File: config.mk
export PLATFORM = sky130hd
export DESIGN_NAME = bus_request_arbiter
export DESIGN_NICKNAME = d
export VERILOG_FILES = /design/src/hdl/coherence_pkg.sv /design/src/hdl/bus_request_arbiter.sv
export SDC_FILE = /design/constraint.sdc
export NUM_CORES = 1
export LEC_CHECK = 0
export ABC_AREA = 0
export BUFFER_PORTS_ARGS = -buffer_cell sky130_fd_sc_hd__buf_4
export CORE_AREA = 2 2 39 41
export CTS_CLUSTER_SIZE = 24
export DETAILED_ROUTE_END_ITERATION = 10
export DIE_AREA = 0 0 41 43
export PLACE_DENSITY_LB_ADDON = 0.1
export SKIP_LAST_GASP = 1
export SLEW_MARGIN = 20
export SYNTH_ARGS = -nofsm -noshare
export SYNTH_HDL_FRONTEND = slang
export SYNTH_SLANG_ARGS = --single-unit
File: constraint.sdc
create_clock -name CLK -period 0.8 [get_ports CLK]
set_input_delay 0.16 -clock CLK [delete_from_list [all_inputs] [get_ports CLK]]
set_output_delay 0.16 -clock CLK [all_outputs]
set_load 0.05 [all_outputs]
File: src/hdl/coherence_pkg.sv
package coherence_pkg;

    // number of private L1 data caches on the snooping bus
    localparam int CPUS = 4;
    // width of a cache index
    localparam int CPU_ID_W = $clog2(CPUS);

    // a block is one 64-bit long word, so the low three address bits drop out
    localparam int BLOCK_MASK_BITS = 3;

    // cycles from a held L2 enable to L2_ACCESS
    localparam int L2_LATENCY = 3;
    // blocks held by the L2 model
    localparam int L2_DEPTH = 64;
    localparam int L2_IDX_W = $clog2(L2_DEPTH);
    // latency counter has to reach L2_LATENCY itself
    localparam int L2_CNT_W = $clog2(L2_LATENCY + 1);

    typedef logic [31:0] word_t;
    typedef logic [63:0] long_word_t;

    // bus FSM states
    typedef enum logic [3:0] {
        IDLE, SNOOP, SNOOP_INV,
        RMEM, RMEM_INV, RMEM_FIN, RMEM_EXCL_FIN,
        TRANSFER, TRANSFER_FIN, TRANSFER_INV, TRANSFER_INV_FIN,
        WMEM_TRANSFER, WMEM, WMEM_FIN,
        UPDATE, UPDATE_FIN
    } bus_state_t;

    // L2 access phases as seen by the bus controller
    typedef enum logic [1:0] {
        L2_FREE, L2_BUSY, L2_ACCESS
    } l2_state_t;

    // request kinds decoded from the L1 levels
    typedef enum logic [2:0] {
        REQ_NONE, REQ_RD, REQ_RDX, REQ_UPD, REQ_WB
    } req_kind_t;

    // block-aligned form of a byte address
    function automatic word_t block_align(input word_t addr);
        return addr & ~word_t'((1 << BLOCK_MASK_BITS) - 1);
    endfunction

endpackage

File: src/hdl/bus_request_arbiter.sv
`timescale 1ns/1ps

module bus_request_arbiter
    import coherence_pkg::*;
(
    input  logic                CLK,
    input  logic                nRST,
    input  logic [CPUS-1:0]     cctrans,
    input  logic [CPUS-1:0]     dREN,
    input  logic [CPUS-1:0]     dWEN,
    input  logic [CPUS-1:0]     ccwrite,
    input  logic                bus_idle,
    output logic                req_valid,
    output logic [CPU_ID_W-1:0] requester,
    output req_kind_t           req_kind
);

    logic [CPU_ID_W-1:0] winner;
    req_kind_t           winner_kind;

    // fixed priority, highest index with cctrans wins
    always_comb begin
        winner = '0;
        for (int i = 0; i < CPUS; i++) begin
            if (cctrans[i]) winner = CPU_ID_W'(i);
        end
    end

    // classify the winning cache, writeback first
    always_comb begin
        if (dWEN[winner]) winner_kind = REQ_WB;
        else if (dREN[winner] && ccwrite[winner]) winner_kind = REQ_RDX;
        else if (dREN[winner]) winner_kind = REQ_RD;
        else if (ccwrite[winner]) winner_kind = REQ_UPD;
        else winner_kind = REQ_NONE;
    end

    always_ff @(posedge CLK, negedge nRST) begin
        if (!nRST) begin
            req_valid <= 1'b0;
            requester <= '0;
            req_kind  <= REQ_NONE;
        end else if (bus_idle) begin
            req_valid <= |cctrans;
            requester <= winner;
            req_kind  <= winner_kind;
        end else begin
            // requester and kind stay put for the whole transaction
            // valid drops so a finished request is never replayed
            req_valid <= 1'b0;
        end
    end

endmodule

# Word level (Yosys, flattened, before mapping)
# Index checks and enable logic that the tools add are counted.
# Widths: inputs -> output; s select.
# op_classes
order_cmp,1
muxes,14
reduce_logical,2
# op_table
operator,n
$mux 2,5
$bmux 1 s2,3
$mux 1,5
$reduce_or 4->1,1
$lt 2x3->1 const B,1
$mux 3,1
$logic_and 1x1->1,1
# totals
regBits,6
input_bits,19

# Logic depth before layout (Yosys ltp)
# depth
depth_word,9
ltp_mapped,6

# Worst setup path after synthesis
# Ideal clock, no wire load.
# synth_path
kind,input-to-reg
from,input cctrans[1]
to,register req_kind[0]
arrival_time_ps,1171
t_required_ps,717
setup_slack_ps,-454
path_stages,6
n_path_buf,0
path_cell_list,mux2_2 mux2i_1 o21a_1 ha_1 nand2b_1 o22ai_1
# synth_between
elab_chain_cells,9
# synth_lines
element,line,text
from (decl),bus_request_arbiter.sv:8,"input logic [CPUS-1:0] cctrans,"
$mux 1 *,bus_request_arbiter.sv:25,if (cctrans[i]) winner = CPU_ID_W'(i);
$mux 2 * (2 in a row),bus_request_arbiter.sv:25,
$bmux 1 s2,"bus_request_arbiter.sv:32, bus_request_arbiter.sv:34",
$mux 1 (implied by the code),"bus_request_arbiter.sv:32, bus_request_arbiter.sv:34",
$mux 2,bus_request_arbiter.sv:34,else if (ccwrite[winner]) winner_kind = REQ_UPD;
$mux 2,bus_request_arbiter.sv:33,else if (dREN[winner]) winner_kind = REQ_RD;
$mux 2,bus_request_arbiter.sv:32,else if (dREN[winner] && ccwrite[winner]) winner_kind = REQ_RDX;
$mux 3 *,bus_request_arbiter.sv:31,if (dWEN[winner]) winner_kind = REQ_WB;
to (signal assigned),bus_request_arbiter.sv:46,req_kind <= winner_kind;
to (decl),bus_request_arbiter.sv:15,output req_kind_t req_kind
# Every way passes the cells marked *; elsewhere a longest branch is shown, timed or not. The select of a mux whose other input is x is not followed.
# A chain may end at the register's enable or synchronous reset.

# Worst setup path after layout
# Ends and elaborated chain as after synthesis.

==> impl_metrics.toml <==
[floorplan]
die_w_microns = 41
initial_utilization = 0.264
rows = 14
fp.dieH_microns = 43
pin_count = 25
core_area_sq_um = 1380
dieArea_sq_um = 1760

[clock_network]
cts_root_buffer = "clkbuf_4"
htree_levels = 1
cts_tree = "done"
clk_latency_ns = 0.24
numCtsBuffers = 3
cts_max_path_buffers = 2
cts.sinks = 6
clk_pin_slew_ns = 0.05

[logic_synthesis]
syn_area_sq_um = 365
synth_most_common_cell = "dfrtp_1"
synth_edf_count = 0
synth_flop_cell = "dfrtp_1"
async_flop_share = 1.00
synthCells = 37
synth_cell_type_count = 18
synth.top_cell.area_share = 0.411
avgSynthCellArea_sq_um = 9.87
seq_area_frac_synth = 0.411
synthTopCellsByArea = "dfrtp_1 (41%), mux2_2 (9.2%), ha_1 (6.8%), mux2i_1 (5.5%), a21oi_1 (4.1%)"
ys_warn_count = 0
synth.largest_area_cell = "dfrtp_1"
synth_seq_cells = 6
synth_nets = 58

[setup_path]
crit_buf_inv = 1
start_kind = "input port"
critPathTopFamily = "multiplexers"
cp_max_fo = 4
cp_cell_sequence = "buf_8 > mux2_4 > mux2i_4 > o21a_1 > ha_4 > nand2b_4 > o22ai_2"
cpMaxStageDelayCell = "mux2_4"
crit_type = "in -> reg"
max_stage_delay_ns = 0.30
crit_arrival_ns = 1.30
critPathRequiredTime_ns = 0.96
end_kind = "flip-flop"

[cells_and_area]
multi_input_area_sq_um = 248
drive_gt1_frac = 0.667
syn_to_final_growth_pct = 115
final_util = 0.569
diodes = 0
seqCellArea_sq_um = 153
final_nets = 100
fillCellCount = 132

[sta]
slew_headroom = 0.904
fmax_mhz = 883
period_share = 1.42
slew_viol_final = 0
worst_slack_ns = -0.333
finalSetupTns_ns = -1.71
rsz0062_at_grt = "true"
fin_crit_ns = 1.13
setup_viol_count_final = 9
skew_ns = 0
hold_viol_final = 0
tightest_slew_ns = 0.142

[global_routing]
grt_overflow = 0
grt_pass1_wl_microns = 1640
grt_max_degree = 8
first_global_vias = 441
antenna_found_initial = 0
grt_usage = 0.135

[outcome]
status = "finished, violations left"
violations = "setup timing"

[route]
ant_nets = 0
vias = 417
viasPerCell = 4.44
route.detailed.drc = 0
wirelength_microns = 960
drt_iter0_drc = 2
wire_per_inst_microns = 10.2
drtPass1Iterations = 2

[pwr]
p_per_area_nw_per_um2 = 1510
p_sw_uw = 377
p_int_uw = 815
p_leak_uw = 0.000388
power_frac_seq = 0.304
switching_share = 0.316
power_frac_clock = 0.248
combPwrFrac = 0.447
ir_worst_vdd_v = 0.000464

[placement]
gp_congestion = 0.682
port-buffer-count = 24
dp_hpwl_microns = 745

[flow_run]
drv_cap = 0

[hold_path]
hp-class = "in -> reg"
==> worst register-to-register path, delay by kind of cell (launching register included) <==
kind | cells | cell delay, ns
buffers and inverters | 1 | 0.13
flip-flops | 1 | 0.38
multiplexers | 1 | 0.24
==> cells in the final DEF (no fill, tap or decap), drive strengths merged <==
cell type    instances
a21oi                3
a221o                1
and3b                1
buf                 38
clkbuf               4
dfrtp                6
dlygate4sd3          1
ha                   2
inv                  3
mux2                 4
mux2i                2
nand2                2
nand2b               1
nor2                 3
o21a                 1
o21ai                3
o22ai                2
o41a                 1
==> power groups by stage <==
stage,registers [uW],clock network [uW],logic [uW]
global placement,360,0,401
detailed placement,362,0,403
floorplan,480,0,102
CTS,362,304,499
global route,366,327,575
finish,363,296,533
==> logic make-up (layout without fill, tap and decap cells) <==
kind of cell	after synthesis	in the layout	share of synthesized area
flip-flops	6	6	0.411
AND/OR/NAND/NOR	7	7	0.0925
AO/OA/AOI/OAI	11	11	0.195
buffers and inverters	5	46	0.0548
adder cells (fa/ha/maj)	2	2	0.0685
multiplexers	6	6	0.178
==> metal layers <==
metal,track usage,vias to the layer above,part of all wire,wire length [microns]
li1,-,215,-,-
met1,0.136,183,0.37,355
met2,0.241,19,0.55,532
met3,0,0,0.075,72
met4,0.100,0,0,0
met5,0,-,0,0
==> final cells by class <==
cell class                      count  share of cell area
Sequential cell                     6               0.194
Timing Repair Buffer               39               0.418
Multi-Input combinational cell     26               0.315
Inverter                            3              0.0143
Tap cell                           16              0.0254
Clock buffer                        4              0.0334
==> through the flow <==
step / cell area, sq um / power (uW) / hold WS [ns] / std cells / worst slack (ns)
6_report: 787 / 1190 / 0.160 / 94 / -0.333
4_1_cts: 749 / 1170 / 0.131 / 92 / -0.350
2_1_floorplan: 374 / 582 / -0.136 / 37 / -0.449
5_1_grt: 787 / 1270 / 0.177 / 94 / -0.391
3_5_place_dp: 623 / 764 / -0.0285 / 83 / -0.666
3_3_place_gp: 623 / 761 / -0.0299 / 83 / -0.652
==> sequential cells by signal, indices dropped and copies added, names as in the netlist <==
signal     flops
requester      2
req_valid      1
req_kind       3
==> what timing repair did <==
item                                    4_1_cts  5_1_grt
hold buffers                                  1        0
gates cloned                                  0        0
endpoints found under the hold margin         6        0
setup buffers                                 4        2
pin swaps                                     4        6
endpoints found under the setup margin        9       10
resized for setup                            14        6
==> path summary, 6_finish.rpt <==
path | start | to | slack (ns) | depth (start not counted)
max in group asynchronous | nRST | requester[1] | 0.42 | 2
hold / removal | cctrans[0] | req_valid | 0.16 | 2
hold reg to reg | requester[1] | requester[1] | 0.54 | 2
min in group asynchronous | nRST | req_valid | 0.26 | 2
setup / recovery | cctrans[1] | req_kind[0] | -0.33 | 7
setup reg to reg | req_kind[2] | req_kind[2] | -0.07 | 2
Power figures use the tool's default switching activity.
