File: config.mk
export PLATFORM = sky130hd
export DESIGN_NAME = bus_ctrl
export DESIGN_NICKNAME = d
export VERILOG_FILES = /design/src/hdl/coherence_pkg.sv /design/src/hdl/bus_ctrl.sv
export SDC_FILE = /design/constraint.sdc
export NUM_CORES = 1
export LEC_CHECK = 0
export BUFFER_PORTS_ARGS = -buffer_cell sky130_fd_sc_hd__buf_2
export CAP_MARGIN = 15
export CORE_AREA = 3 3 371 373
export CTS_BUF_LIST = sky130_fd_sc_hd__clkbuf_8
export DETAILED_ROUTE_END_ITERATION = 12
export DIE_AREA = 0 0 374 376
export GPL_TIMING_DRIVEN = 0
export SLEW_MARGIN = 30
export SYNTH_ARGS = -nofsm -noshare
export SYNTH_HDL_FRONTEND = slang
export SYNTH_SLANG_ARGS = --single-unit
File: constraint.sdc
create_clock -name CLK -period 5.5 [get_ports CLK]
set_input_delay 0.825 -clock CLK [delete_from_list [all_inputs] [get_ports CLK]]
set_output_delay 0.825 -clock CLK [all_outputs]
set_load 0.05 [all_outputs]
File: src/hdl/coherence_pkg.sv
package coherence_pkg;

    // number of private L1 data caches on the snooping bus
    localparam int CPUS = 4;
    // width of a cache index
    localparam int CPU_ID_W = $clog2(CPUS);

    // a block is one 64-bit long word, so the low three address bits drop out
    localparam int BLOCK_MASK_BITS = 3;

    // cycles from a held L2 enable to L2_ACCESS
    localparam int L2_LATENCY = 3;
    // blocks held by the L2 model
    localparam int L2_DEPTH = 64;
    localparam int L2_IDX_W = $clog2(L2_DEPTH);
    // latency counter has to reach L2_LATENCY itself
    localparam int L2_CNT_W = $clog2(L2_LATENCY + 1);

    typedef logic [31:0] word_t;
    typedef logic [63:0] long_word_t;

    // bus FSM states
    typedef enum logic [3:0] {
        IDLE, SNOOP, SNOOP_INV,
        RMEM, RMEM_INV, RMEM_FIN, RMEM_EXCL_FIN,
        TRANSFER, TRANSFER_FIN, TRANSFER_INV, TRANSFER_INV_FIN,
        WMEM_TRANSFER, WMEM, WMEM_FIN,
        UPDATE, UPDATE_FIN
    } bus_state_t;

    // L2 access phases as seen by the bus controller
    typedef enum logic [1:0] {
        L2_FREE, L2_BUSY, L2_ACCESS
    } l2_state_t;

    // request kinds decoded from the L1 levels
    typedef enum logic [2:0] {
        REQ_NONE, REQ_RD, REQ_RDX, REQ_UPD, REQ_WB
    } req_kind_t;

    // block-aligned form of a byte address
    function automatic word_t block_align(input word_t addr);
        return addr & ~word_t'((1 << BLOCK_MASK_BITS) - 1);
    endfunction

endpackage

File: src/hdl/bus_ctrl.sv
`timescale 1ns/1ps

module bus_ctrl
    import coherence_pkg::*;
(
    input  logic                  CLK,
    input  logic                  nRST,
    input  logic                  req_valid,
    input  logic [CPU_ID_W-1:0]   requester,
    input  req_kind_t             req_kind,
    output logic                  bus_idle,
    input  word_t      [CPUS-1:0] daddr,
    input  long_word_t [CPUS-1:0] dstore,
    input  logic       [CPUS-1:0] ccsnoophit,
    input  logic       [CPUS-1:0] ccIsPresent,
    input  logic       [CPUS-1:0] ccdirty,
    output logic       [CPUS-1:0] dwait,
    output logic       [CPUS-1:0] ccwait,
    output logic       [CPUS-1:0] ccinv,
    output logic       [CPUS-1:0] ccexclusive,
    output word_t      [CPUS-1:0] ccsnoopaddr,
    output long_word_t [CPUS-1:0] dload,
    output logic                  l2REN,
    output logic                  l2WEN,
    output word_t                 l2addr,
    output long_word_t            l2store,
    input  long_word_t            l2load,
    input  l2_state_t             l2state
);

    bus_state_t          state, nstate;
    logic [CPU_ID_W-1:0] supplier, nsupplier;
    logic                supplier_dirty, nsupplier_dirty;
    logic                excl_grant, nexcl_grant;
    logic                snoop_phase, nsnoop_phase;
    logic [CPU_ID_W-1:0] hit_id;
    logic                hit_dirty, hit_any;
    logic [CPUS-1:0]     others, nccinv;
    word_t [CPUS-1:0]    nccsnoopaddr;
    word_t               req_blk, nl2addr;
    long_word_t          nl2store, ndload;
    logic                dload_en;

    // every cache except the requester
    assign others = ~(CPUS'(1) << requester);
    assign req_blk = block_align(daddr[requester]);
    // new request only taken once the arbiter has nothing pending
    assign bus_idle = (state == IDLE) && !req_valid;

    // control state
    always_ff @(posedge CLK, negedge nRST) begin
        if (!nRST) begin
            state          <= IDLE;
            supplier       <= '0;
            supplier_dirty <= 1'b0;
            excl_grant     <= 1'b0;
            snoop_phase    <= 1'b0;
            ccinv          <= '0;
        end else begin
            state          <= nstate;
            supplier       <= nsupplier;
            supplier_dirty <= nsupplier_dirty;
            excl_grant     <= nexcl_grant;
            snoop_phase    <= nsnoop_phase;
            ccinv          <= nccinv;
        end
    end

    // payload registers
    always_ff @(posedge CLK) begin
        ccsnoopaddr <= nccsnoopaddr;
        l2addr      <= nl2addr;
        l2store     <= nl2store;
        if (dload_en) dload[requester] <= ndload;
    end

    // pick the snoop supplier among the other caches
    // M/E guarantee at most one hit, so the last one found is the only one
    always_comb begin
        hit_id    = supplier;
        hit_dirty = 1'b0;
        hit_any   = 1'b0;
        for (int i = 0; i < CPUS; i++) begin
            if (ccsnoophit[i] && others[i]) begin
                hit_id    = CPU_ID_W'(i);
                hit_dirty = ccdirty[i];
                hit_any   = 1'b1;
            end
        end
    end

    // next state, supplier capture and invalidate pulse
    always_comb begin
        nstate          = state;
        nsupplier       = supplier;
        nsupplier_dirty = supplier_dirty;
        nexcl_grant     = excl_grant;
        nsnoop_phase    = 1'b0;
        nccinv          = '0;
        case (state)
            IDLE: begin
                if (req_valid) begin
                    case (req_kind)
                        REQ_WB:  nstate = WMEM;
                        REQ_RDX: nstate = SNOOP_INV;
                        REQ_RD:  nstate = SNOOP;
                        REQ_UPD: nstate = UPDATE;
                        default: nstate = IDLE;
                    endcase
                end
            end
            SNOOP, SNOOP_INV: begin
                // first cycle gives the caches time to look up ccsnoopaddr
                nsnoop_phase = !snoop_phase;
                if (snoop_phase) begin
                    nsupplier       = hit_id;
                    nsupplier_dirty = hit_dirty;
                    // E only if nobody else holds the block
                    nexcl_grant     = !(|(ccIsPresent & others));
                    if (state == SNOOP) begin
                        nstate = hit_any ? TRANSFER : RMEM;
                    end else begin
                        nstate = hit_any ? TRANSFER_INV : RMEM_INV;
                        nccinv = others;
                    end
                end
            end
            RMEM: begin
                if (l2state == L2_ACCESS) nstate = excl_grant ? RMEM_EXCL_FIN : RMEM_FIN;
            end
            RMEM_INV: begin
                if (l2state == L2_ACCESS) nstate = RMEM_EXCL_FIN;
            end
            TRANSFER:     nstate = TRANSFER_FIN;
            // M -> S supplier leaves L2 stale, write it back
            TRANSFER_FIN: nstate = supplier_dirty ? WMEM_TRANSFER : IDLE;
            TRANSFER_INV: nstate = TRANSFER_INV_FIN;
            WMEM_TRANSFER, WMEM: nstate = WMEM_FIN;
            WMEM_FIN: begin
                if (l2state == L2_ACCESS) nstate = IDLE;
            end
            UPDATE: begin
                nstate = UPDATE_FIN;
                nccinv = others;
            end
            default: nstate = IDLE;
        endcase
    end

    // snoop address, L2 address/data and requester data
    always_comb begin
        nccsnoopaddr = ccsnoopaddr;
        nl2addr      = l2addr;
        nl2store     = l2store;
        ndload       = l2load;
        dload_en     = 1'b0;
        case (state)
            IDLE: begin
                if (req_valid) begin
                    nl2addr = req_blk;
                    if (req_kind == REQ_WB) begin
                        nl2store = dstore[requester];
                    end else begin
                        for (int i = 0; i < CPUS; i++) begin
                            if (others[i]) nccsnoopaddr[i] = req_blk;
                        end
                    end
                end
            end
            RMEM, RMEM_INV: dload_en = (l2state == L2_ACCESS);
            TRANSFER, TRANSFER_INV: begin
                dload_en = 1'b1;
                ndload   = dstore[supplier];
            end
            // dload still holds the supplier block
            WMEM_TRANSFER: nl2store = dload[requester];
            default: ;
        endcase
    end

    // unregistered bus outputs
    always_comb begin
        dwait       = '1;
        ccwait      = '0;
        ccexclusive = '0;
        l2REN       = 1'b0;
        l2WEN       = 1'b0;
        case (state)
            SNOOP, SNOOP_INV, TRANSFER, TRANSFER_INV, UPDATE: ccwait = others;
            RMEM: l2REN = 1'b1;
            RMEM_INV: begin
                l2REN  = 1'b1;
                ccwait = others;
            end
            RMEM_FIN, TRANSFER_FIN: dwait[requester] = 1'b0;
            // only reached with no other holder or on ownership
            RMEM_EXCL_FIN, TRANSFER_INV_FIN: begin
                dwait[requester]       = 1'b0;
                ccexclusive[requester] = 1'b1;
            end
            // eviction data is already latched, requester can go
            WMEM: dwait[requester] = 1'b0;
            WMEM_FIN: l2WEN = 1'b1;
            UPDATE_FIN: begin
                ccwait                 = others;
                dwait[requester]       = 1'b0;
                ccexclusive[requester] = 1'b1;
            end
            default: ;
        endcase
    end

endmodule

# After elaboration in Yosys (flattened, before gate mapping)
# Index checks and enable logic that the tools add are counted.
[word_totals] register_bits=478 inputBits=470 output_inout_bits=499 elab_cells=130
[classes] magnitude_cmp=3 eq_ne=26 shifts=1 muxes=51 bitwise_logic=4 reduce_logical=29
[op_table] operator="64-bit 2-to-1 mux" n=7
[op_table] operator="64-bit binary-select mux with 2-bit select" n=3
[op_table] operator="256-bit bitwise mux" n=1
[op_table] operator="64-bit demux with 2-bit select" n=1
[op_table] operator="64-bit one-hot mux with 2 select lines" n=1
[op_table] operator="32-bit binary-select mux with 2-bit select" n=1
[op_table] operator="4-bit 2-to-1 mux" n=13
[op_table] operator="4-bit one-hot mux with 10 select lines" n=1
[op_table] operator="4-bit == test (second input constant)" n=8
[op_table] operator="32-bit 2-to-1 mux" n=1
[op_table] operator="4-bit by 3-bit == test with 1-bit output (second input constant)" n=4
[op_table] operator="4-bit one-hot mux with 4 select lines" n=1
[op_table] operator="4-bit AND reduction" n=4
[op_table] operator="1-bit 2-to-1 mux" n=12
[op_table] operator="2-bit 2-to-1 mux" n=5
[op_table] operator="2-bit inequality test (second input constant)" n=5
[op_table] operator="4-bit by 2-bit == test with 1-bit output (second input constant)" n=2
[op_table] operator="4-bit inverter" n=2
[op_table] operator="4-bit one-hot mux with 2 select lines" n=1
[op_table] operator="2-bit OR reduction" n=4
[op_table] operator="7-bit OR reduction" n=1
[op_table] operator="3-bit by 2-bit == test with 1-bit output (second input constant)" n=2
[op_table] operator="1-bit logical AND" n=6
[op_table] operator="2-bit by 3-bit < comparator with 1-bit output (second input constant)" n=2
[op_table] operator="22 further kinds" n=26

# Logic depth before layout (Yosys ltp)
[depth] ltp_word=11 ltp_mapped=10 depth_no_buf=10

# Least setup slack after synthesis
# Ideal clock, no wire load.
[synth_path] path_kind="register -> register" start="register state[1]" end="register dload[0] in the netlist's numbering (enable)" setup_ns=0.565 arrival_time_ns=6.429 t_required_ns=4.935 setup_slack_ns=-1.494 stages_incl_launch_ff=5 path_buffers=0 period_less_slack_ns=6.994 path_cell_list="dfrtp_1 or3b_2 a21oi_1 a22oi_1 nor3_1"
[synth_between] elab_chain_len=3 word_cells_on_any_way=7 classes_between="4 x eq/ne; 1 x mux; 2 x reduce/logical"
[synth_lines] item="from (decl)" line="bus_ctrl.sv:31" rtl="bus_state_t state, nstate;"
[synth_lines] item="from (signal assigned)" line="bus_ctrl.sv:60" rtl="state <= nstate;"
[synth_lines] item="4-bit == test, or another cell as far along" line="bus_ctrl.sv:157" rtl="case (state)"
[synth_lines] item="2-bit OR reduction, on equally long branches"
[synth_lines] item="1-bit one-hot mux with 2 select lines (*)" line="bus_ctrl.sv:157"
[synth_lines] item="to (signal, indexed assignment)" line="bus_ctrl.sv:74" rtl="if (dload_en) dload[requester] <= ndload;"
[synth_lines] item="to (decl)" line="bus_ctrl.sv:22" rtl="output long_word_t [CPUS-1:0] dload,"
# Mark *: on every way between the ends. The rest lies on a longest branch, timed or not.
# A chain may end at the register's enable or synchronous reset.

# Worst setup path in the final report
[layout_path] start="input port requester[1]" end="output port ccwait[2]"
[layout_between] elab_chain_len=3
[layout_lines] item="from (decl)" line="bus_ctrl.sv:9" rtl="input logic [CPU_ID_W-1:0] requester,"
[layout_lines] item="1-bit by 2-bit << shifter with 4-bit output" line="bus_ctrl.sv:45" rtl="assign others = ~(CPUS'(1) << requester);"
[layout_lines] item="4-bit inverter" line="bus_ctrl.sv:45"
[layout_lines] item="4-bit 2-to-1 mux" line="bus_ctrl.sv:188" rtl="case (state)"
[layout_lines] item="to (decl)" line="bus_ctrl.sv:18" rtl="output logic [CPUS-1:0] ccwait,"
# Every way passes these cells.

==> flow_summary.json <==
{
  "synthArstFlopShare": 0.0272,
  "layout-drive-gt1-share": 0.687,
  "end_kind": "output pin",
  "status": "complete, no violations",
  "pwr-share-clk": 0.282,
  "slew_headroom": 0.374,
  "viasPerCell": 4.19,
  "p_comb_frac": 0.343,
  "hold_path_depth": 2,
  "yosys.area.top_type": "edfxtp_1",
  "arrival_ns": 3.66,
  "h-tree-depth": 3,
  "portBuffers": 941,
  "post_drt_wl_per_cell_um": 29.8,
  "grt.overflow.total": 0,
  "core_area_um2": 135000,
  "area_growth_pct": 43.3,
  "synth_top_family_by_area": "multiplexers",
  "synth-simple-area-share": 0.0196,
  "final_util": 0.235,
  "synthMuxAreaShare": 0.292,
  "cts_tree": "built",
  "die_w_um": 374,
  "synth_top_area_frac": 0.631,
  "critical_path_class": "in -> out",
  "worst_setup_path_start_kind": "input port",
  "initial_core_util": 0.164,
  "switching_share": 0.376,
  "clockRootBuffer": "clkbuf_8",
  "p_seq_frac": 0.375,
  "dp_slack_ns": 0.688,
  "hold_viol_final": 0,
  "postSynthAreaPerCell_um2": 20.6,
  "die-area_um2": 141000,
  "hold_path.class": "in -> reg",
  "reg2reg_from": "state[0]$_DFFE_PN0P_",
  "fill_cells": 14200,
  "routed_wl_mm": 120,
  "post-route-min-period_ns": 4.49,
  "synth_edf_count": 465,
  "synth_area_um2": 22100,
  "fin_skew_ns": 0.0403,
  "synth_xor_area_frac": 0.000792,
  "rsz0062_at_grt": "no",
  "cts.sinks": 478,
  "syn_inst": 1075,
  "drt_pass1_iterations": 5,
  "synth.area.top_cells": "edfxtp_1 63%, mux4_2 23%, mux2_2 6.6%",
  "ir_worst_vdd_v": 0.000227,
  "setup_ws_ns": 1.01,
  "post-cts-setup-buffer-count": 0,
  "fmaxAchievable_mhz": 223,
  "path_clk_slew_ns": 0.06,
  "switchingPower_mw": 4.69,
  "hold_start": "l2load[29]",
  "dp_hpwl_mm": 99.2,
  "antenna_left": 0,
  "synth_warnings": 0,
  "post-route-period-util": 0.816,
  "worstMarginPinSlew_ns": 0.939,
  "leakage_nw": 12.1,
  "clock_latency_ns": 0.78,
  "placed_cells": 3842,
  "grt_max_degree": 22,
  "ctsResizeCount": 0,
  "rr_worst_depth": 10,
  "std_cell_rows": 135,
  "drv_slew": 0,
  "cts.path.max_buffers": 3,
  "drv_cap": 0,
  "place_area_um2": 29900,
  "first_global_vias": 17200,
  "grtUsageTotal": 0.165,
  "cts_buffers": 87,
  "drt-initial-drc-count": 1621,
  "route.detailed.drc": 0,
  "path_max_fanout": 10,
  "crit_path_start": "requester[1]",
  "yosys_most_used_dff": "edfxtp_1",
  "nets": 2624,
  "design_area_um2": 31700,
  "vias": 16900,
  "final_cell_count_no_fill": 4026,
  "grt_pass1_wl_mm": 158,
  "yosysSeqAreaShare": 0.646,
  "synth_compound_area_frac": 0.0155,
  "antenna_found_initial": 80,
  "die_h_um": 376,
  "p_int_mw": 7.79,
  "synth_seq_cells": 478,
  "powerDensity_nw_per_um2": 394,
  "ios": 969,
  "synth_fa_ha_area_frac": 0.00158,
  "cp.required_ns": 4.68,
  "synth_cell_types": 54,
  "gp_congestion": 0.892,
  "setup_viol": 0
}
==> per-layer routing <==
layer  vias to the layer above  wire (um)  GRT usage
li1                       6785          -          -
met1                      8698      45300      0.194
met2                      1080      59000      0.280
met4                        24       4200     0.0549
met3                       270      11500     0.0595
met5                         -        138          0
==> per-stage QoR <==
stage	hold WS (ns)	power [mW]	setup TNS, ns
after floorplan	0.462	7.49	0
after global placement	0.519	8.93	-1209.26
after detailed placement	0.518	9.06	0
after CTS	0.287	12.7	0
after global routing	0.311	13.0	0
final	0.413	12.5	0
==> cell usage after synthesis, types with 3 or more instances <==
master / count
a21oi_1: 14
buf_2: 46
buf_4: 17
buf_6: 7
clkbuf_1: 15
dfrtp_1: 13
edfxtp_1: 465
inv_1: 7
mux2_2: 130
mux4_2: 221
nand2_1: 29
nand2b_1: 6
nand3_1: 3
nor2_1: 24
nor2b_1: 7
nor3_1: 8
o21ai_0: 12
o22ai_1: 5
o2bb2ai_1: 3
==> power groups by stage <==
stage | clock network, mW | registers, mW | logic, mW
global placement | 0 | 4.82 | 4.11
floorplan | 0 | 5.75 | 1.75
CTS | 3.65 | 4.69 | 4.31
detailed placement | 0 | 4.76 | 4.30
finish | 3.52 | 4.68 | 4.28
global route | 3.79 | 4.72 | 4.48
==> registers in the layout, indices dropped and copies added (netlist names) <==
| name | count |
|---|---|
| l2addr | 29 |
| snoop_phase | 1 |
| state | 4 |
| l2store | 64 |
| ccinv | 4 |
| supplier_dirty | 1 |
| dload | 256 |
| ccsnoopaddr | 116 |
| supplier | 2 |
| excl_grant | 1 |
==> worst paths after layout <==
kind / endpoint / slack, ns
min in group asynchronous: supplier[0]$_DFFE_PN0P_ / 0.53
worst max-delay path: ccwait[2] / 1.01
worst min register to register: snoop_phase$_DFF_PN0_ / 0.53
max in group asynchronous: excl_grant$_DFFE_PN0P_ / 4.67
worst max register to register: dload[17]$_DFFE_PP_ / 2.07
worst min-delay path: dload[29]$_DFFE_PP_ / 0.41
==> final cells by class <==
cell class	count	area, um^2	share of cell area
Buffer	88	512	0.0161
Inverter	7	26.3	0.000829
Sequential cell	478	14300	0.451
Clock buffer	88	1210	0.0382
Tap cell	1781	2230	0.0703
Multi-Input combinational cell	516	7440	0.235
Timing Repair Buffer	974	5400	0.170
Antenna cell	23	57.6	0.00182
Clock inverter	71	546	0.0172
==> timing repair <==
action                                  CTS  global route
endpoints found under the setup margin    0             0
endpoints found under the hold margin    13             0
hold buffers                              1             0
==> logic make-up after synthesis <==
kind of cell | Yosys count
AOI/OAI and AO/OA | 54
xor gates and xnor gates | 2
adders and majority gates | 3
buffers and inverters | 95
DFF | 478
muxes | 353
other | 1
and+or+nand+nor | 89
==> placed cells by master, fill, tap and decap left out, types with 15 or more instances in the layout <==
master / Yosys / routed
buf_2: 46 / 988
edfxtp_1: 465 / 465
mux4_2: 221 / 221
mux2_2: 130 / 130
clkbuf_8: 0 / 88
inv_1: 7 / 34
nand2_1: 29 / 28
diode_2: 0 / 23
clkinv_1: 0 / 20
nor2_1: 24 / 17
buf_4: 17 / 17
buf_16: 0 / 17
conb_1: 1 / 15
==> critical path, stage by stage <==
cell and delay, ns:
buf_2 0.11, buf_2 0.42, buf_2 0.70, buf_2 0.40, nor2b_1 0.73, nor2_1 0.16
buf_2 0.26
(Power assumes the default switching activity.)
